<file path="src/hw/lzc_config.svh">
// --------------------
// operand width settings for the
// leading-bit count unit
// --------------------

`ifndef LZC_CONFIG_SVH
`define LZC_CONFIG_SVH

// operand width in bits, any multiple of 8
`define LZC_WIDTH 64

// whole bytes in one operand
`define LZC_BYTES (`LZC_WIDTH / 8)

`endif

</file>
<file path="src/hw/lzc_pkg.sv">
// --------------------
// shared types of the leading-bit count pipeline
// --------------------

`default_nettype none

`include "lzc_config.svh"

package lzc_pkg;

	// bits to hold any count from 0 to the full width
	localparam int cntWidth = $clog2(`LZC_WIDTH + 1);

	// operation codes
	typedef enum logic [1:0] {
		opClz  = 2'd0,
		opClo  = 2'd1,
		opNorm = 2'd2
	} lzcOp_e;

	// request word as presented at the unit input
	typedef struct packed {
		lzcOp_e                op;
		logic [`LZC_WIDTH-1:0] operand;
	} lzcReq_t;

	// one 4-bit count per byte, element 0 is the least significant byte
	typedef logic [`LZC_BYTES-1:0][3:0] byteCnt_t;

	// after the per-byte count
	typedef struct packed {
		logic                  valid;
		lzcOp_e                op;
		logic [`LZC_WIDTH-1:0] operand;
		byteCnt_t              byteCnt;
	} lzcStage1_t;

	// after the merge, count covers the whole operand
	typedef struct packed {
		logic                  valid;
		lzcOp_e                op;
		logic [`LZC_WIDTH-1:0] operand;
		logic [cntWidth-1:0]   count;
	} lzcStage2_t;

	// final result, value is the shifted operand for opNorm
	typedef struct packed {
		lzcOp_e                op;
		logic [cntWidth-1:0]   count;
		logic [`LZC_WIDTH-1:0] value;
	} lzcResult_t;

endpackage

`default_nettype wire

</file>
<file path="src/hw/byteCountStage.sv">
// --------------------
// stage 1: per-byte leading count
// --------------------

`timescale 1ns/1ps
`default_nettype none

`include "lzc_config.svh"

module byteCountStage
	import lzc_pkg::*;
(
	input  wire logic       clk,
	input  wire logic       arstN,
	input  wire logic       ce,
	input  wire logic       inStb,
	input  wire lzcReq_t    req,
	output lzcStage1_t      stage1
);

	// operand as seen by the byte counters
	logic [`LZC_WIDTH-1:0] countSrc;
	byteCnt_t              rawCnt;

	// stage registers
	logic                  validQ;
	lzcOp_e                opQ;
	logic [`LZC_WIDTH-1:0] operandQ;
	byteCnt_t              byteCntQ;

	// leading ones are counted as leading zeros of the complement
	assign countSrc = (req.op == opClo) ? ~req.operand : req.operand;

	// one lookup per byte, all in parallel
	for (genvar b = 0; b < `LZC_BYTES; b++) begin : gByte
		leadZeroByte byteCnt_i (
			.byteIn (countSrc[8*b +: 8]),
			.count  (rawCnt[b])
		);
	end

	// valid follows inStb on every enabled edge
	always_ff @(posedge clk or negedge arstN) begin
		if (!arstN) begin
			validQ <= 1'b0;
		end else if (ce) begin
			validQ <= inStb;
		end
	end

	// payload only moves when a request is accepted
	always_ff @(posedge clk) begin
		if (ce && inStb) begin
			opQ      <= req.op;
			operandQ <= req.operand;
			byteCntQ <= rawCnt;
		end
	end

	assign stage1 = '{
		valid:   validQ,
		op:      opQ,
		operand: operandQ,
		byteCnt: byteCntQ
	};

endmodule

`default_nettype wire

</file>
<file path="src/hw/countMergeStage.sv">
// --------------------
// stage 2: merge of the byte counts
// --------------------

`timescale 1ns/1ps
`default_nettype none

`include "lzc_config.svh"

module countMergeStage
	import lzc_pkg::*;
(
	input  wire logic       clk,
	input  wire logic       arstN,
	input  wire logic       ce,
	input  wire lzcStage1_t stage1,
	output lzcStage2_t      stage2
);

	logic                  found;
	logic [cntWidth-1:0]   mergedCnt;

	// stage registers
	logic                  validQ;
	lzcOp_e                opQ;
	logic [`LZC_WIDTH-1:0] operandQ;
	logic [cntWidth-1:0]   countQ;

	// walk down from the top byte
	// a byte counting 8 is all zero, so its 8 carries into the sum;
	// the first byte below 8 adds its count and ends the walk
	always_comb begin
		found     = 1'b0;
		mergedCnt = '0;
		for (int i = `LZC_BYTES - 1; i >= 0; i--) begin
			if (!found) begin
				mergedCnt = mergedCnt + cntWidth'(stage1.byteCnt[i]);
				if (!stage1.byteCnt[i][3]) begin
					found = 1'b1;
				end
			end
		end
	end

	always_ff @(posedge clk or negedge arstN) begin
		if (!arstN) begin
			validQ <= 1'b0;
		end else if (ce) begin
			validQ <= stage1.valid;
		end
	end

	// hold payload on bubbles
	always_ff @(posedge clk) begin
		if (ce && stage1.valid) begin
			opQ      <= stage1.op;
			operandQ <= stage1.operand;
			countQ   <= mergedCnt;
		end
	end

	assign stage2 = '{
		valid:   validQ,
		op:      opQ,
		operand: operandQ,
		count:   countQ
	};

endmodule

`default_nettype wire

</file>
<file path="src/hw/leadZeroByte.sv">
// --------------------
// leading-zero count of a single byte
// --------------------

`timescale 1ns/1ps
`default_nettype none

module leadZeroByte (
	input  wire logic [7:0] byteIn,
	output logic      [3:0] count
);

	// position of the first set bit seen from the top
	// an all-zero byte falls through to 8
	always_comb begin
		casez (byteIn)
			8'b1???????: count = 4'd0;
			8'b01??????: count = 4'd1;
			8'b001?????: count = 4'd2;
			8'b0001????: count = 4'd3;
			8'b00001???: count = 4'd4;
			8'b000001??: count = 4'd5;
			8'b0000001?: count = 4'd6;
			8'b00000001: count = 4'd7;
			default:     count = 4'd8;
		endcase
	end

endmodule

`default_nettype wire

</file>
<file path="src/hw/lzcUnit.sv">
// --------------------
// top of the three-stage leading-bit count unit
// --------------------

`timescale 1ns/1ps
`default_nettype none

module lzcUnit
	import lzc_pkg::*;
(
	input  wire logic    clk,
	input  wire logic    arstN,
	input  wire logic    ce,
	input  wire logic    inStb,
	input  wire lzcReq_t req,
	output logic         outStb,
	output lzcResult_t   result
);

	// registered stage outputs
	lzcStage1_t stage1;
	lzcStage2_t stage2;

	// byte counts, leading ones via complement
	byteCountStage byteCountStage_i (
		.clk    (clk),
		.arstN  (arstN),
		.ce     (ce),
		.inStb  (inStb),
		.req    (req),
		.stage1 (stage1)
	);

	// operand-wide count
	countMergeStage countMergeStage_i (
		.clk    (clk),
		.arstN  (arstN),
		.ce     (ce),
		.stage1 (stage1),
		.stage2 (stage2)
	);

	// normalize and present the result
	normShiftStage normShiftStage_i (
		.clk    (clk),
		.arstN  (arstN),
		.ce     (ce),
		.stage2 (stage2),
		.outStb (outStb),
		.result (result)
	);

endmodule

`default_nettype wire

</file>
<file path="src/hw/normShiftStage.sv">
// --------------------
// stage 3: normalize shift and result register
// --------------------

`timescale 1ns/1ps
`default_nettype none

`include "lzc_config.svh"

module normShiftStage
	import lzc_pkg::*;
(
	input  wire logic       clk,
	input  wire logic       arstN,
	input  wire logic       ce,
	input  wire lzcStage2_t stage2,
	output logic            outStb,
	output lzcResult_t      result
);

	// barrel shifter, one level per count bit
	logic [cntWidth:0][`LZC_WIDTH-1:0] shiftChain;
	logic [`LZC_WIDTH-1:0]             nextValue;

	assign shiftChain[0] = stage2.operand;

	// level k shifts by 2**k when count bit k is set
	// a full-width count shifts everything out, leaving zero
	for (genvar k = 0; k < cntWidth; k++) begin : gShift
		assign shiftChain[k+1] = stage2.count[k] ? (shiftChain[k] << (2**k))
		                                         : shiftChain[k];
	end

	always_comb begin
		case (stage2.op)
			opNorm:  nextValue = shiftChain[cntWidth];
			default: nextValue = stage2.operand;
		endcase
	end

	always_ff @(posedge clk or negedge arstN) begin
		if (!arstN) begin
			outStb <= 1'b0;
		end else if (ce) begin
			outStb <= stage2.valid;
		end
	end

	// result is visible at the output, so it starts from zero
	always_ff @(posedge clk or negedge arstN) begin
		if (!arstN) begin
			result <= '0;
		end else if (ce && stage2.valid) begin
			result.op    <= stage2.op;
			result.count <= stage2.count;
			result.value <= nextValue;
		end
	end

endmodule

`default_nettype wire

</file>
<file path="config.mk">
export PLATFORM = sky130hd
export DESIGN_NAME = lzcUnit
export DESIGN_NICKNAME = d
export VERILOG_FILES = /design/src/hw/lzc_pkg.sv /design/src/hw/byteCountStage.sv /design/src/hw/countMergeStage.sv /design/src/hw/leadZeroByte.sv /design/src/hw/lzcUnit.sv /design/src/hw/normShiftStage.sv
export VERILOG_INCLUDE_DIRS = /design/src /design/src/hw
export SDC_FILE = /design/constraint.sdc
export NUM_CORES = 1
export LEC_CHECK = 0
export BUFFER_PORTS_ARGS = -buffer_cell sky130_fd_sc_hd__buf_2
export CAP_MARGIN = 40
export CELL_PAD_IN_SITES_DETAIL_PLACEMENT = 1
export CELL_PAD_IN_SITES_GLOBAL_PLACEMENT = 1
export CORE_MARGIN = 2
export CORE_UTILIZATION = 45
export DETAILED_ROUTE_END_ITERATION = 6
export PLACE_DENSITY = 0.88
export SLEW_MARGIN = 15
export SYNTH_ARGS = -nofsm -noshare
export SYNTH_HDL_FRONTEND = slang
export SYNTH_SLANG_ARGS = --single-unit
</file>
<file path="constraint.sdc">
create_clock -name clk -period 22.2 [get_ports clk]
set_input_delay 2.22 -clock clk [delete_from_list [all_inputs] [get_ports clk]]
set_output_delay 2.22 -clock clk [all_outputs]
set_load 0.005 [all_outputs]
</file>
=== Word level (Yosys, flattened, before mapping) ===
Index checks and enable logic that the tools add are counted.

* Register bits after elaboration: 247
* Input bits: 70
* Output and inout port bits: 74
* Logic and storage cells: 125

* Add/sub/neg operators: 7
* Equality and inequality tests: 58
* Muxes and demuxes: 37
* Bitwise operators: 1
* Reductions and logical operators: 3

{| class="wikitable"
|+ Operators by type and width
! cell !! count
|-
| $mux W64 || 9
|-
| $pmux W4 S8 || 8
|-
| $eq A8 B1 Y1 const B || 8
|-
| $not A64 Y64 || 1
|-
| $eq A7 B1 Y1 const B || 8
|-
| $mux W7 || 7
|-
| $eq A6 B1 Y1 const B || 8
|-
| $add A7 B4 Y7 || 6
|-
| $eq A5 B1 Y1 const B || 8
|-
| $eq A4 B1 Y1 const B || 8
|-
| $eq A3 B1 Y1 const B || 8
|-
| $eq A2 B1 Y1 const B || 9
|-
| $mux W1 || 13
|-
| $add A4 B4 Y5 || 1
|-
| $logic_and A1 B1 Y1 || 3
|-
| $eq A2 B2 Y1 const B || 1
|}

=== Depth between registers and ports, before layout ===
Gate-level depths: netlist of the first run.

* Depth in word-level cells: 14
* Depth in mapped cells: 34
* Depth with buffers taken out: 34

=== Modules after synthesis ===
Synthesis of the first run repeated with hierarchy kept, for this count alone.

* Cells, all modules: 1356
* Area, all modules: 15879.0 um^2

{| class="wikitable"
|+ By module, submodules not included
! module !! instances !! cells an instance !! area each (um^2) !! seq. area each (um^2)
|-
| normShiftStage || 1 || 774 || 7502.2 || 1851.8
|-
| countMergeStage || 1 || 296 || 3946.3 || 2217.1
|-
| byteCountStage || 1 || 174 || 3739.8 || 2967.8
|-
| leadZeroByte || 8 || 14 || 86.3 || 0.0
|}

=== Least setup slack after synthesis of the first run ===
OpenSTA, ideal clock, no wires.

* Path kind: register to register
* Start point: register byteCountStage_i.byteCntQ, in the netlist byteCountStage_i.stage1[28]
* End point: register countMergeStage_i.countQ[6] (data pin)
* Library setup time: 0.268 ns
* Data arrival time: 6.801 ns
* Required time: 21.932 ns
* Setup slack: 15.132 ns
* Cell stages (with the launch flop): 32
* Buffers on the path: 0
* Clock period less this slack: 7.068 ns
* Cell sequence: edfxtp_1 -> ha_1 -> fa_1 -> mux2_2 -> inv_1 -> fa_1 -> a21oi_1 -> ha_1 -> a21o_1 -> a21oi_1 -> xnor2_1 -> mux2_2 -> a21o_1 -> ha_1 -> xnor2_1 -> nand2_1 -> nand2_1 -> ha_1 -> o21ai_0 -> nor2_1 -> nor2_1 -> mux2_2 -> mux2_2 -> ha_1 -> xor2_1 -> o21ai_0 -> ha_1 -> nor2b_1 -> o21ai_0 -> or4_1 -> a21oi_2 -> xnor3_1

* Longest elaborated chain between the ends: 14

{| class="wikitable"
|+ Ends and longest elaborated chain
! what !! line !! text
|-
| from (decl) || byteCountStage.sv:29 || <nowiki>byteCnt_t byteCntQ;</nowiki>
|-
| from (signal assigned) || byteCountStage.sv:56 || <nowiki>byteCntQ <= rawCnt;</nowiki>
|-
| $add A4 B4 Y5 || countMergeStage.sv:37 || <nowiki>mergedCnt = mergedCnt + cntWidth'(stage1.byteCnt[i]);</nowiki>
|-
| $mux W7 (*) || countMergeStage.sv:36 || <nowiki>if (!found) begin</nowiki>
|-
| $add A7 B4 Y7 || countMergeStage.sv:37 ||
|-
| $mux W7 (*) || countMergeStage.sv:36 ||
|-
| $add A7 B4 Y7 || countMergeStage.sv:37 ||
|-
| $mux W7 (*) || countMergeStage.sv:36 ||
|-
| $add A7 B4 Y7 || countMergeStage.sv:37 ||
|-
| $mux W7 (*) || countMergeStage.sv:36 ||
|-
| $add A7 B4 Y7 || countMergeStage.sv:37 ||
|-
| $mux W7 (*) || countMergeStage.sv:36 ||
|-
| $add A7 B4 Y7 || countMergeStage.sv:37 ||
|-
| $mux W7 (*) || countMergeStage.sv:36 ||
|-
| $add A7 B4 Y7 || countMergeStage.sv:37 ||
|-
| $mux W7 (*) || countMergeStage.sv:36 ||
|-
| named net countMergeStage_i.mergedCnt[6] || countMergeStage.sv:21 || <nowiki>logic [cntWidth-1:0] mergedCnt;</nowiki>
|-
| to (signal assigned) || countMergeStage.sv:58 || <nowiki>countQ <= mergedCnt;</nowiki>
|-
| to (decl) || countMergeStage.sv:27 || <nowiki>logic [cntWidth-1:0] countQ;</nowiki>
|}

The timed path passes the listed nets; every way through them passes the cells marked *.
A chain may end at the register's enable or synchronous reset.

=== Final worst setup path of the first run ===
* Start point: register byteCountStage_i.byteCntQ, in the netlist byteCountStage_i.stage1[24]
* End point: register countMergeStage_i.countQ[6] (data pin)

* Longest elaborated chain between the ends: 14

{| class="wikitable"
|+ Ends and longest elaborated chain
! what !! line
|-
| $add A4 B4 Y5 (*) || countMergeStage.sv:37
|-
| $mux W7 (*) || countMergeStage.sv:36
|-
| $add A7 B4 Y7 || countMergeStage.sv:37
|-
| $mux W7 (*) || countMergeStage.sv:36
|-
| $add A7 B4 Y7 || countMergeStage.sv:37
|-
| $mux W7 (*) || countMergeStage.sv:36
|-
| $add A7 B4 Y7 || countMergeStage.sv:37
|-
| $mux W7 (*) || countMergeStage.sv:36
|-
| $add A7 B4 Y7 || countMergeStage.sv:37
|-
| $mux W7 (*) || countMergeStage.sv:36
|-
| $add A7 B4 Y7 || countMergeStage.sv:37
|-
| $mux W7 (*) || countMergeStage.sv:36
|-
| $add A7 B4 Y7 || countMergeStage.sv:37
|-
| $mux W7 (*) || countMergeStage.sv:36
|-
| named net countMergeStage_i.mergedCnt[6] || countMergeStage.sv:21
|}

Marks and branches as above.

==> flow_summary.yaml, run 1 <==
timing:
  setup_viol: 0
  hold_viol_final: 0
  worst_pin_slew_ns: 0.857
  rsz0062_at_grt: "false"
  worst_slack_ns: 13.99
  slew_viol_final: 0
  fin_crit_ns: 8.21
  fin_crit_sh_pct: 37.0
  relSlewSlack_pct: 42.8
  skew_ns: 0.0152
  max_clock_freq_mhz: 122
  final.setup.tns_ns: 0
yosys:
  synth_edf_count: 171
  synthCells: 1440
  yosys_register_bits: 247
  ys_types: 66
  syn_nets: 1546
  async_reset_ff_share_pct: 30.8
  yosysSeqAreaShare_pct: 47.1
  ys.flop_type: "edfxtp_1"
  yosysWarnings: 0
  avgSynthCellArea_sq_um: 10.4
  synthesis.area_sq_mm: 0.0149
final_layout:
  nets: 1650
  fill_cells: 3585
  syn2layout_area_growth_pct: 13.4
  drive_above_1_share_pct: 20.0
  seqCellArea_sq_mm: 0.00704
  antennaDiodeCount: 0
  multiInputGateArea_sq_mm: 0.00746
  final_common_cell: "nand2_1"
  mostFrequentLayoutCells: "nand2_1 (277), edfxtp_1 (171), o21ai_0 (160)"
pwr:
  clockPowerShare_pct: 25.6
  p_switching_w: 0.000618
  seqPwrFrac_pct: 35.8
  combPwrFrac_pct: 38.6
  p_sw_share_pct: 36.9
  p_int_w: 0.00106
  p_leak_nw: 6.95
  cellPowerDensity_mw_per_mm2: 98.9
  ir_worst_vdd_v: 0.0000715
die:
  die_area_sq_mm: 0.0347
  start_util_pct: 45.8
  die_w_microns: 186
  rows: 66
  core_area_sq_mm: 0.0326
  die_h_microns: 186
  io_pins: 144
global_route:
  grt_use_met2_pct: 45.5
  overflow: 0
  use_met1_pct: 35.0
  use_met3_pct: 3.19
  grt_pass1_vias: 12700
  grt_max_degree: 105
  busiest_layer: "met2"
  grt_pass1_wl_mm: 71.9
  grt_use_total_pct: 26.8
  antenna_found_initial: 0
status:
  status: "completed"
routing:
  ant_nets: 0
  drtPass1Iterations: 5
  routed_wl_mm: 46.4
  drc: 0
  vias: 12400
  post_drt_wl_per_cell_microns: 23.2
  drt_iter0_markers: 985
  drt-vias-per-instance: 6.17
clocking:
  ctsHoldBuffers: 0
  clk_latency_ns: 0.54
  cts_setup_buffers: 0
  ctsRootBufferMaster: "clkbuf_16"
  numCtsBuffers: 26
  ctsHtreeMaxLevel: 1
  cts_tree: "done"
  clock_sinks: 247
  clockBufferDepth: 3
  cts-resized-gates: 0
  clkTransAtPathRegs_ns: 0.06
worst_hold_path:
  hold_end: "countMergeStage_i.operandQ[18]$_DFFE_PP_"
  whs_path_depth: 0
  min_from: "byteCountStage_i.operandQ[18]$_DFFE_PP_"
  hold_class: "reg -> reg"
worst_setup_path:
  crit_slowest_cell: "or4_1"
  r2r_slack_ns: 13.99
  critPathMaxStageDelay_ns: 0.49
  r2r_start: "byteCountStage_i.stage1[24]$_DFFE_PP_"
  cpMostUsedCell: "ha_1"
  worstPathArrival_ns: 8.49
  crit_path_end_kind: "register"
  cp.required_ns: 22.48
  path_max_fanout: 4
  rr_worst_depth: 31
  worst_setup_path_start_kind: "register"
  crit_type: "reg -> reg"
  reg2reg_to: "countMergeStage_i.countQ[6]$_DFFE_PP_"
placed_design:
  pre_cts_ws_ns: 14.19
  place_hpwl_mm: 33.7
  port_buffers: 143
  place_congestion: 0.942
run:
  drv_cap: 0
## layout make-up
| type | instances | share of cell area (%) |
|---|---|---|
| repair buffers | 162 | 5.56 |
| clock inverters | 16 | 0.820 |
| clock buffers | 31 | 4.08 |
| flip-flops and latches | 247 | 41.5 |
| multi-input cells | 1075 | 44.0 |
| inverters | 32 | 0.709 |
| well taps | 442 | 3.27 |
## per-stage QoR
step	hold WS [ns]	util, %	power (W)	instance area, sq um	std cells
2_1_floorplan	0.400	-	0.00102	14900	1440
3_3_place_gp	0.404	49.0	0.00119	16000	1954
3_5_place_dp	0.406	49.3	0.00123	16100	1957
4_1_cts	0.420	51.8	0.00167	16900	2004
5_1_grt	0.424	51.9	0.00176	16900	2005
6_report	0.419	51.9	0.00168	16900	2005
## cell families (layout without fill, tap and decap cells)
kind of cell | count (synthesis) | count (layout) | synth area share, %
XOR/XNOR | 21 | 21 | 1.45
AO/OA/AOI/OAI | 382 | 382 | 16.0
AND/OR/NAND/NOR | 475 | 475 | 13.6
adder cells (fa/ha/maj) | 36 | 36 | 3.37
multiplexers | 161 | 161 | 15.4
flip-flops | 247 | 247 | 47.1
buffers and inverters | 118 | 241 | 3.13
## power by group through the flow
| stage | clock network [W] | logic, W | registers, W |
|---|---|---|---|
| after CTS | 0.000434 | 0.000636 | 0.000600 |
| after global routing | 0.000451 | 0.000702 | 0.000605 |
| final | 0.000428 | 0.000647 | 0.000600 |
| after detailed placement | 0 | 0.000622 | 0.000608 |
| after floorplan | 0 | 0.000426 | 0.000598 |
| after global placement | 0 | 0.000584 | 0.000603 |
## worst max-delay path, delay by kind of cell, from the launching register on
kind	cells	cell delay, ns
compound gates	8	1.63
xor+xnor	4	0.88
fa+ha+maj	8	2.78
buf+inv	1	0.08
flops	1	0.40
mux	4	1.14
simple gates	6	1.03
## synthesized netlist by cell type, types with 5 or more instances
cell	n	area share, %
nor2_1	89	2.2
a211oi_1	8	0.40
nand2b_1	5	0.21
nor3_1	20	0.67
a21o_1	22	1.1
ha_1	29	2.4
and2_1	18	0.75
o21ai_0	160	5.4
edfxtp_1	171	34
mux2i_1	76	5.1
nand3_1	20	0.67
dfrtp_1	76	13
inv_1	30	0.75
o31a_1	5	0.29
a21oi_1	70	2.3
nor2b_1	6	0.25
mux4_2	51	7.7
xnor2_1	14	0.82
and3_1	11	0.46
mux2_2	33	2.5
nand2_1	278	7.0
a22o_1	6	0.35
a222oi_1	10	0.67
o221a_2	5	0.38
o22ai_1	6	0.25
buf_1	14	0.35
fa_1	7	0.94
a21boi_0	8	0.40
o31ai_1	5	0.25
clkbuf_1	61	1.5
xor2_1	5	0.29
a221oi_1	11	0.64
a22oi_1	36	1.8
a31oi_1	6	0.25
or3_1	10	0.42
buf_2	8	0.27
## state kept, by name (all words and copies together), names as in the netlist
register,flops
countMergeStage_i.validQ,1
byteCountStage_i.opQ,2
countMergeStage_i.operandQ,64
countMergeStage_i.opQ,2
normShiftStage_i.outStb,1
byteCountStage_i.validQ,1
normShiftStage_i.result,73
byteCountStage_i.operandQ,64
countMergeStage_i.countQ,7
byteCountStage_i.stage1,32
## worst max-delay path by stage
stage / startpoint / endpoint / slack [ns] / cells after the start
floorplan: byteCountStage_i.stage1[28]$_DFFE_PP_ / countMergeStage_i.countQ[6]$_DFFE_PP_ / 15.13 / 31
global placement: byteCountStage_i.stage1[28]$_DFFE_PP_ / countMergeStage_i.countQ[6]$_DFFE_PP_ / 14.71 / 30
detailed placement: byteCountStage_i.stage1[24]$_DFFE_PP_ / countMergeStage_i.countQ[6]$_DFFE_PP_ / 14.19 / 31
CTS: byteCountStage_i.stage1[24]$_DFFE_PP_ / countMergeStage_i.countQ[6]$_DFFE_PP_ / 14.06 / 31
global route: byteCountStage_i.stage1[24]$_DFFE_PP_ / countMergeStage_i.countQ[6]$_DFFE_PP_ / 13.79 / 31
finish: byteCountStage_i.stage1[24]$_DFFE_PP_ / countMergeStage_i.countQ[6]$_DFFE_PP_ / 13.99 / 31
## metal layers
metal | vias up | part of all wire (%)
li1 | 5558 | -
met2 | 590 | 48
met5 | - | 0
met4 | 0 | 4.0
met3 | 121 | 6.9
met1 | 6101 | 41
(Power assumes the default switching activity.)
==> run 2: changes to the inputs <==
Settings changed: CORE_UTILIZATION 45 to 43.
Clock period 22.2 ns to 7.26 ns, I/O delays scaled along.
==> run 2 against run 1 <==
Against the previous run:
- the run now ends with negative setup slack left
- sequential power rose to 3.1 times the previous value
- non-clock buffer count rose by 29
- register-to-register slack got worse by 14 ns
==> flow_summary.yaml, run 2 (same netlist as run 1, synthesis figures left out) <==
status:
  status: "finished, violations left"
  violations: "negative setup slack"
worst_setup_path:
  crit_slowest_cell: "fa_1"
  crit_path_end_kind: "register"
  critPathMaxStageDelay_ns: 0.54
  worst_setup_path_start_kind: "register"
  endpoint: "countMergeStage_i.countQ[6]$_DFFE_PP_"
  reg2reg_to: "countMergeStage_i.countQ[6]$_DFFE_PP_"
  cpMostUsedCell: "ha_4"
  r2r_start: "byteCountStage_i.stage1[28]$_DFFE_PP_"
  cp.required_ns: 7.53
  crit_type: "reg -> reg"
  path_max_fanout: 3
  cp-startpoint: "byteCountStage_i.stage1[28]$_DFFE_PP_"
  cp_top_family: "adder cells"
  r2r_slack_ns: -0.26
  rr_worst_depth: 29
  cp_num_cells: 29
  worstPathArrival_ns: 7.79
  crit_buf_inv: 3
final_layout:
  nets: 1679
  largest_reg_flops: 73
  design_area_sq_mm: 0.0175
  syn2layout_area_growth_pct: 17.3
  regMostFlops: "normShiftStage_i.result"
  final_common_cell: "nand2_1"
  drive_above_1_share_pct: 23.6
  mostFrequentLayoutCells: "nand2_1 (274), edfxtp_1 (171), o21ai_0 (152)"
  top_regs: "normShiftStage_i.result x73, byteCountStage_i.operandQ x64, countMergeStage_i.operandQ x64"
  final_util_pct: 51.0
pwr:
  ir_worst_vdd_v: 0.000235
  p_leak_nw: 7.19
  cellPowerDensity_mw_per_mm2: 322
routing:
  ant_nets: 0
  drc: 0
  post_drt_wl_per_cell_microns: 24.6
  drt-vias-per-instance: 6.18
  drtPass1Iterations: 5
  vias: 12700
  routed_wl_mm: 50.5
  drt_iter0_markers: 1150
clocking:
  clockBufferDepth: 3
  clkTransAtPathRegs_ns: 0.06
  ctsHoldBuffers: 0
  ctsHtreeMaxLevel: 1
  numCtsBuffers: 26
  clock_sinks: 247
  cts_tree: "done"
  clk_latency_ns: 0.54
  ctsRootBufferMaster: "clkbuf_16"
timing:
  relSlewSlack_pct: 40.7
  fin_crit_sh_pct: 104
  worst_pin_slew_ns: 0.889
  setup_viol: 3
  skew_ns: 0.0109
  fin_crit_ns: 7.52
  worst_slack_ns: -0.260
  final.setup.tns_ns: -0.442
  slew_viol_final: 0
  rsz0062_at_grt: "true"
  max_clock_freq_mhz: 133
  hold_viol_final: 0
placed_design:
  dpl_cell_area_sq_mm: 0.0162
  place_congestion: 0.881
  port_buffers: 143
  place_hpwl_mm: 34.5
die:
  core_area_sq_mm: 0.0344
  io_pins: 144
  start_util_pct: 43.5
  die_w_microns: 190
  rows: 68
  die_h_microns: 190
  die_area_sq_mm: 0.0362
global_route:
  overflow: 0
  grt_max_degree: 115
  antenna_found_initial: 0
  grt_pass1_vias: 13000
  grt_use_total_pct: 27.0
  grt_pass1_wl_mm: 75.7
run:
  drv_cap: 0
worst_hold_path:
  hold_class: "in -> async"
==> run 2: cell count changes in the layout (fill, tap and decap cells not counted), sizes merged <==
| cell | change |
|---|---|
| clkbuf | +7 |
| inv | -1 |
| diode | +2 |
| buf | +29 |
| bufinv | +1 |
| clkinv | -7 |
==> run 2: layout make-up <==
cell class	instances	area, sq um
inverters	32	120
clock buffers	38	790
well taps	455	569
fillers	3759	16800
flip-flops and latches	247	7040
multi-input cells	1075	7710
clock inverters	9	124
diodes	2	5.00
repair buffers	191	1170
==> run 2: stage by stage <==
step | power, W | std cells | worst slack, ns | hold slack [ns]
floorplan | 0.00313 | 1440 | 0.192 | 0.400
global placement | 0.00369 | 1980 | 0.0289 | 0.402
detailed placement | 0.00382 | 1983 | -0.552 | 0.406
CTS | 0.00543 | 2040 | 0.00403 | 0.0468
global route | 0.00588 | 2047 | -0.476 | 0.0571
finish | 0.00564 | 2049 | -0.260 | 0.0508
==> run 2: power breakdown <==
| part | switching (W) | internal, W |
|---|---|---|
| sequential | 0.000137 | 0.00171 |
| combinational | 0.00137 | 0.00100 |
| clock | 0.000562 | 0.000858 |
==> run 2: metal layers <==
| metal | part of all wire, % | routed length [microns] | track usage (%) | up-vias |
|---|---|---|---|---|
| met5 | 0 | 0 | 0 | - |
| met2 | 50 | 25000 | 46.3 | 579 |
| met4 | 4.1 | 2050 | 10.8 | 0 |
| met1 | 40 | 20200 | 34.9 | 6328 |
| li1 | - | - | - | 5626 |
| met3 | 6.2 | 3150 | 3.20 | 120 |
==> run 2: how the worst min path moves through the flow <==
stage | startpoint | end | slack (ns)
after floorplan | byteCountStage_i.opQ[0]$_DFFE_PP_ | countMergeStage_i.opQ[0]$_DFFE_PP_ | 0.40
after global placement | byteCountStage_i.operandQ[46]$_DFFE_PP_ | countMergeStage_i.operandQ[46]$_DFFE_PP_ | 0.40
after detailed placement | byteCountStage_i.operandQ[39]$_DFFE_PP_ | countMergeStage_i.operandQ[39]$_DFFE_PP_ | 0.41
after CTS | arstN | normShiftStage_i.result[72]$_DFFE_PN0P_ | 0.05
after global routing | arstN | normShiftStage_i.result[62]$_DFFE_PN0P_ | 0.06
final | arstN | normShiftStage_i.result[71]$_DFFE_PN0P_ | 0.05
==> run 2: repair_timing <==
item	4_1_cts	5_1_grt
buffers inserted	10	6
endpoints found under the setup margin	4	4
pin swaps	12	31
resized for setup	27	25
==> run 3: changes to the inputs <==
Settings changed: REMOVE_ABC_BUFFERS set to 1.
==> run 3 against run 2 <==
Against the previous run:
- the flow now finishes without violations
- count of clock-buffer cells in the layout fell by 7
- critical path type unchanged
- critical endpoint is now countMergeStage_i.countQ[5]$_DFFE_PP_
- largest power group unchanged
- first-iteration DRC count rose by 11%
- sequential power barely moved
- global-route usage fell by 0.35 points
==> flow_summary.yaml, run 3 (same netlist as run 1, synthesis figures left out) <==
worst_setup_path:
  worstPathArrival_ns: 7.54
  path_max_fanout: 3
  crit_path_end_kind: "register"
  crit_buf_inv: 4
  cp_top_family: "adder cells"
  worst_setup_path_start_kind: "register"
  critPathMaxStageDelay_ns: 0.52
  crit_type: "reg -> reg"
  r2r_slack_ns: 0.008
  crit_slowest_cell: "fa_2"
  cp.required_ns: 7.54
  cpMostUsedCell: "fa_1"
pwr:
  p_leak_nw: 7.15
  cellPowerDensity_mw_per_mm2: 318
  power.total_w: 0.00556
  ir_worst_vdd_v: 0.000243
die:
  die_w_microns: 190
  die_h_microns: 190
  core_area_sq_mm: 0.0344
  die_area_sq_mm: 0.0362
  rows: 68
  io_pins: 144
  start_util_pct: 43.5
clocking:
  numCtsBuffers: 26
  clock_sinks: 247
  clkTransAtPathRegs_ns: 0.07
  ctsHoldBuffers: 0
  clockBufferDepth: 3
  ctsRootBufferMaster: "clkbuf_16"
  ctsHtreeMaxLevel: 1
  clk_latency_ns: 0.56
  cts_tree: "done"
routing:
  post_drt_wl_per_cell_microns: 24.1
  drt_iter0_markers: 1271
  drc: 0
  drt-vias-per-instance: 6.31
  routed_wl_mm: 49.3
  vias: 12900
  ant_nets: 0
  drtPass1Iterations: 6
global_route:
  antenna_found_initial: 0
  use_met3_pct: 3.85
  grt_max_degree: 102
  busiest_layer: "met2"
  grt_pass1_wl_mm: 75.5
  overflow: 0
  grt_use_met2_pct: 45.6
  use_met1_pct: 32.9
  grt_pass1_vias: 13400
  grt_use_total_pct: 26.6
final_layout:
  final_common_cell: "nand2_1"
  fill_cells: 3772
  final_util_pct: 50.8
  drive_above_1_share_pct: 23.9
  nets: 1676
  multiInputGateArea_sq_mm: 0.00772
  syn2layout_area_growth_pct: 16.9
  largest_reg_flops: 73
  regMostFlops: "normShiftStage_i.result"
  design_area_sq_mm: 0.0175
  mostFrequentLayoutCells: "nand2_1 (275), edfxtp_1 (171), o21ai_0 (152)"
  antennaDiodeCount: 0
  seqCellArea_sq_mm: 0.00704
  top_regs: "normShiftStage_i.result x73, byteCountStage_i.operandQ x64, countMergeStage_i.operandQ x64"
timing:
  setup_viol: 0
  fin_crit_sh_pct: 99.9
  relSlewSlack_pct: 43.7
  fin_crit_ns: 7.25
  slew_viol_final: 0
  worst_pin_slew_ns: 0.845
  rsz0062_at_grt: "true"
  max_clock_freq_mhz: 138
  hold_viol_final: 0
  skew_ns: 0.0338
placed_design:
  dpl_cell_area_sq_mm: 0.0162
  port_buffers: 143
  place_congestion: 0.949
  place_hpwl_mm: 33.6
status:
  status: "completed"
worst_hold_path:
  hold_class: "in -> async"
run:
  drv_cap: 0
## run 3: cell types whose count changed in the layout (fill, tap and decap cells not counted), sizes merged
cell,change
buf,-3
clkbuf,-7
clkinv,+6
diode,-2
inv,+1
## run 3: cell type report
cell class | instances | share of cell area [%]
multi-input cells | 1075 | 44.2
flip-flops and latches | 247 | 40.3
repair buffers | 188 | 6.69
clock buffers | 31 | 3.83
well taps | 455 | 3.26
clock inverters | 16 | 1.02
inverters | 32 | 0.688
## run 3: metal layers
metal	wire [microns]	share of wire, %
met5	0	0
met4	2730	5.5
met3	3400	6.9
met2	24100	49
met1	19000	39
## run 3: path summary, 6_finish.rpt
kind	startpoint	endpoint	depth (start not counted)
min	arstN	normShiftStage_i.result[58]$_DFFE_PN0P_	1
min reg2reg	byteCountStage_i.opQ[1]$_DFFE_PP_	countMergeStage_i.opQ[1]$_DFFE_PP_	0
max in group asynchronous	arstN	normShiftStage_i.result[8]$_DFFE_PN0P_	2
max	byteCountStage_i.stage1[28]$_DFFE_PP_	countMergeStage_i.countQ[5]$_DFFE_PP_	29
min in group clk	req[64]	byteCountStage_i.opQ[0]$_DFFE_PP_	1
max reg2reg	byteCountStage_i.stage1[28]$_DFFE_PP_	countMergeStage_i.countQ[5]$_DFFE_PP_	29
## run 3: what timing repair did
item	4_1_cts	5_1_grt
setup endpoints to repair	3	4
buffers inserted	9	9
pin swaps	8	30
gates resized for setup	19	38
## run 3: metrics by stage
step	setup WS (ns)	std cells	TNS (ns)	hold slack, ns
after floorplan	0.178	1354	0	0.400
after global placement	0.0153	1974	0	0.401
after detailed placement	-0.255	1979	-0.340	0.406
after CTS	0.0159	2035	0	0.127
after global routing	-0.219	2044	-0.375	0.131
final	0.00806	2044	0	0.122
## run 3: report_power, final
part / internal (W) / switching, W / leakage, nW / total, W
Sequential: 0.00171 / 0.000142 / 2.53 / 0.00185
Combinational: 0.00101 / 0.00135 / 4.21 / 0.00236
Clock: 0.000769 / 0.000575 / 0.407 / 0.00134
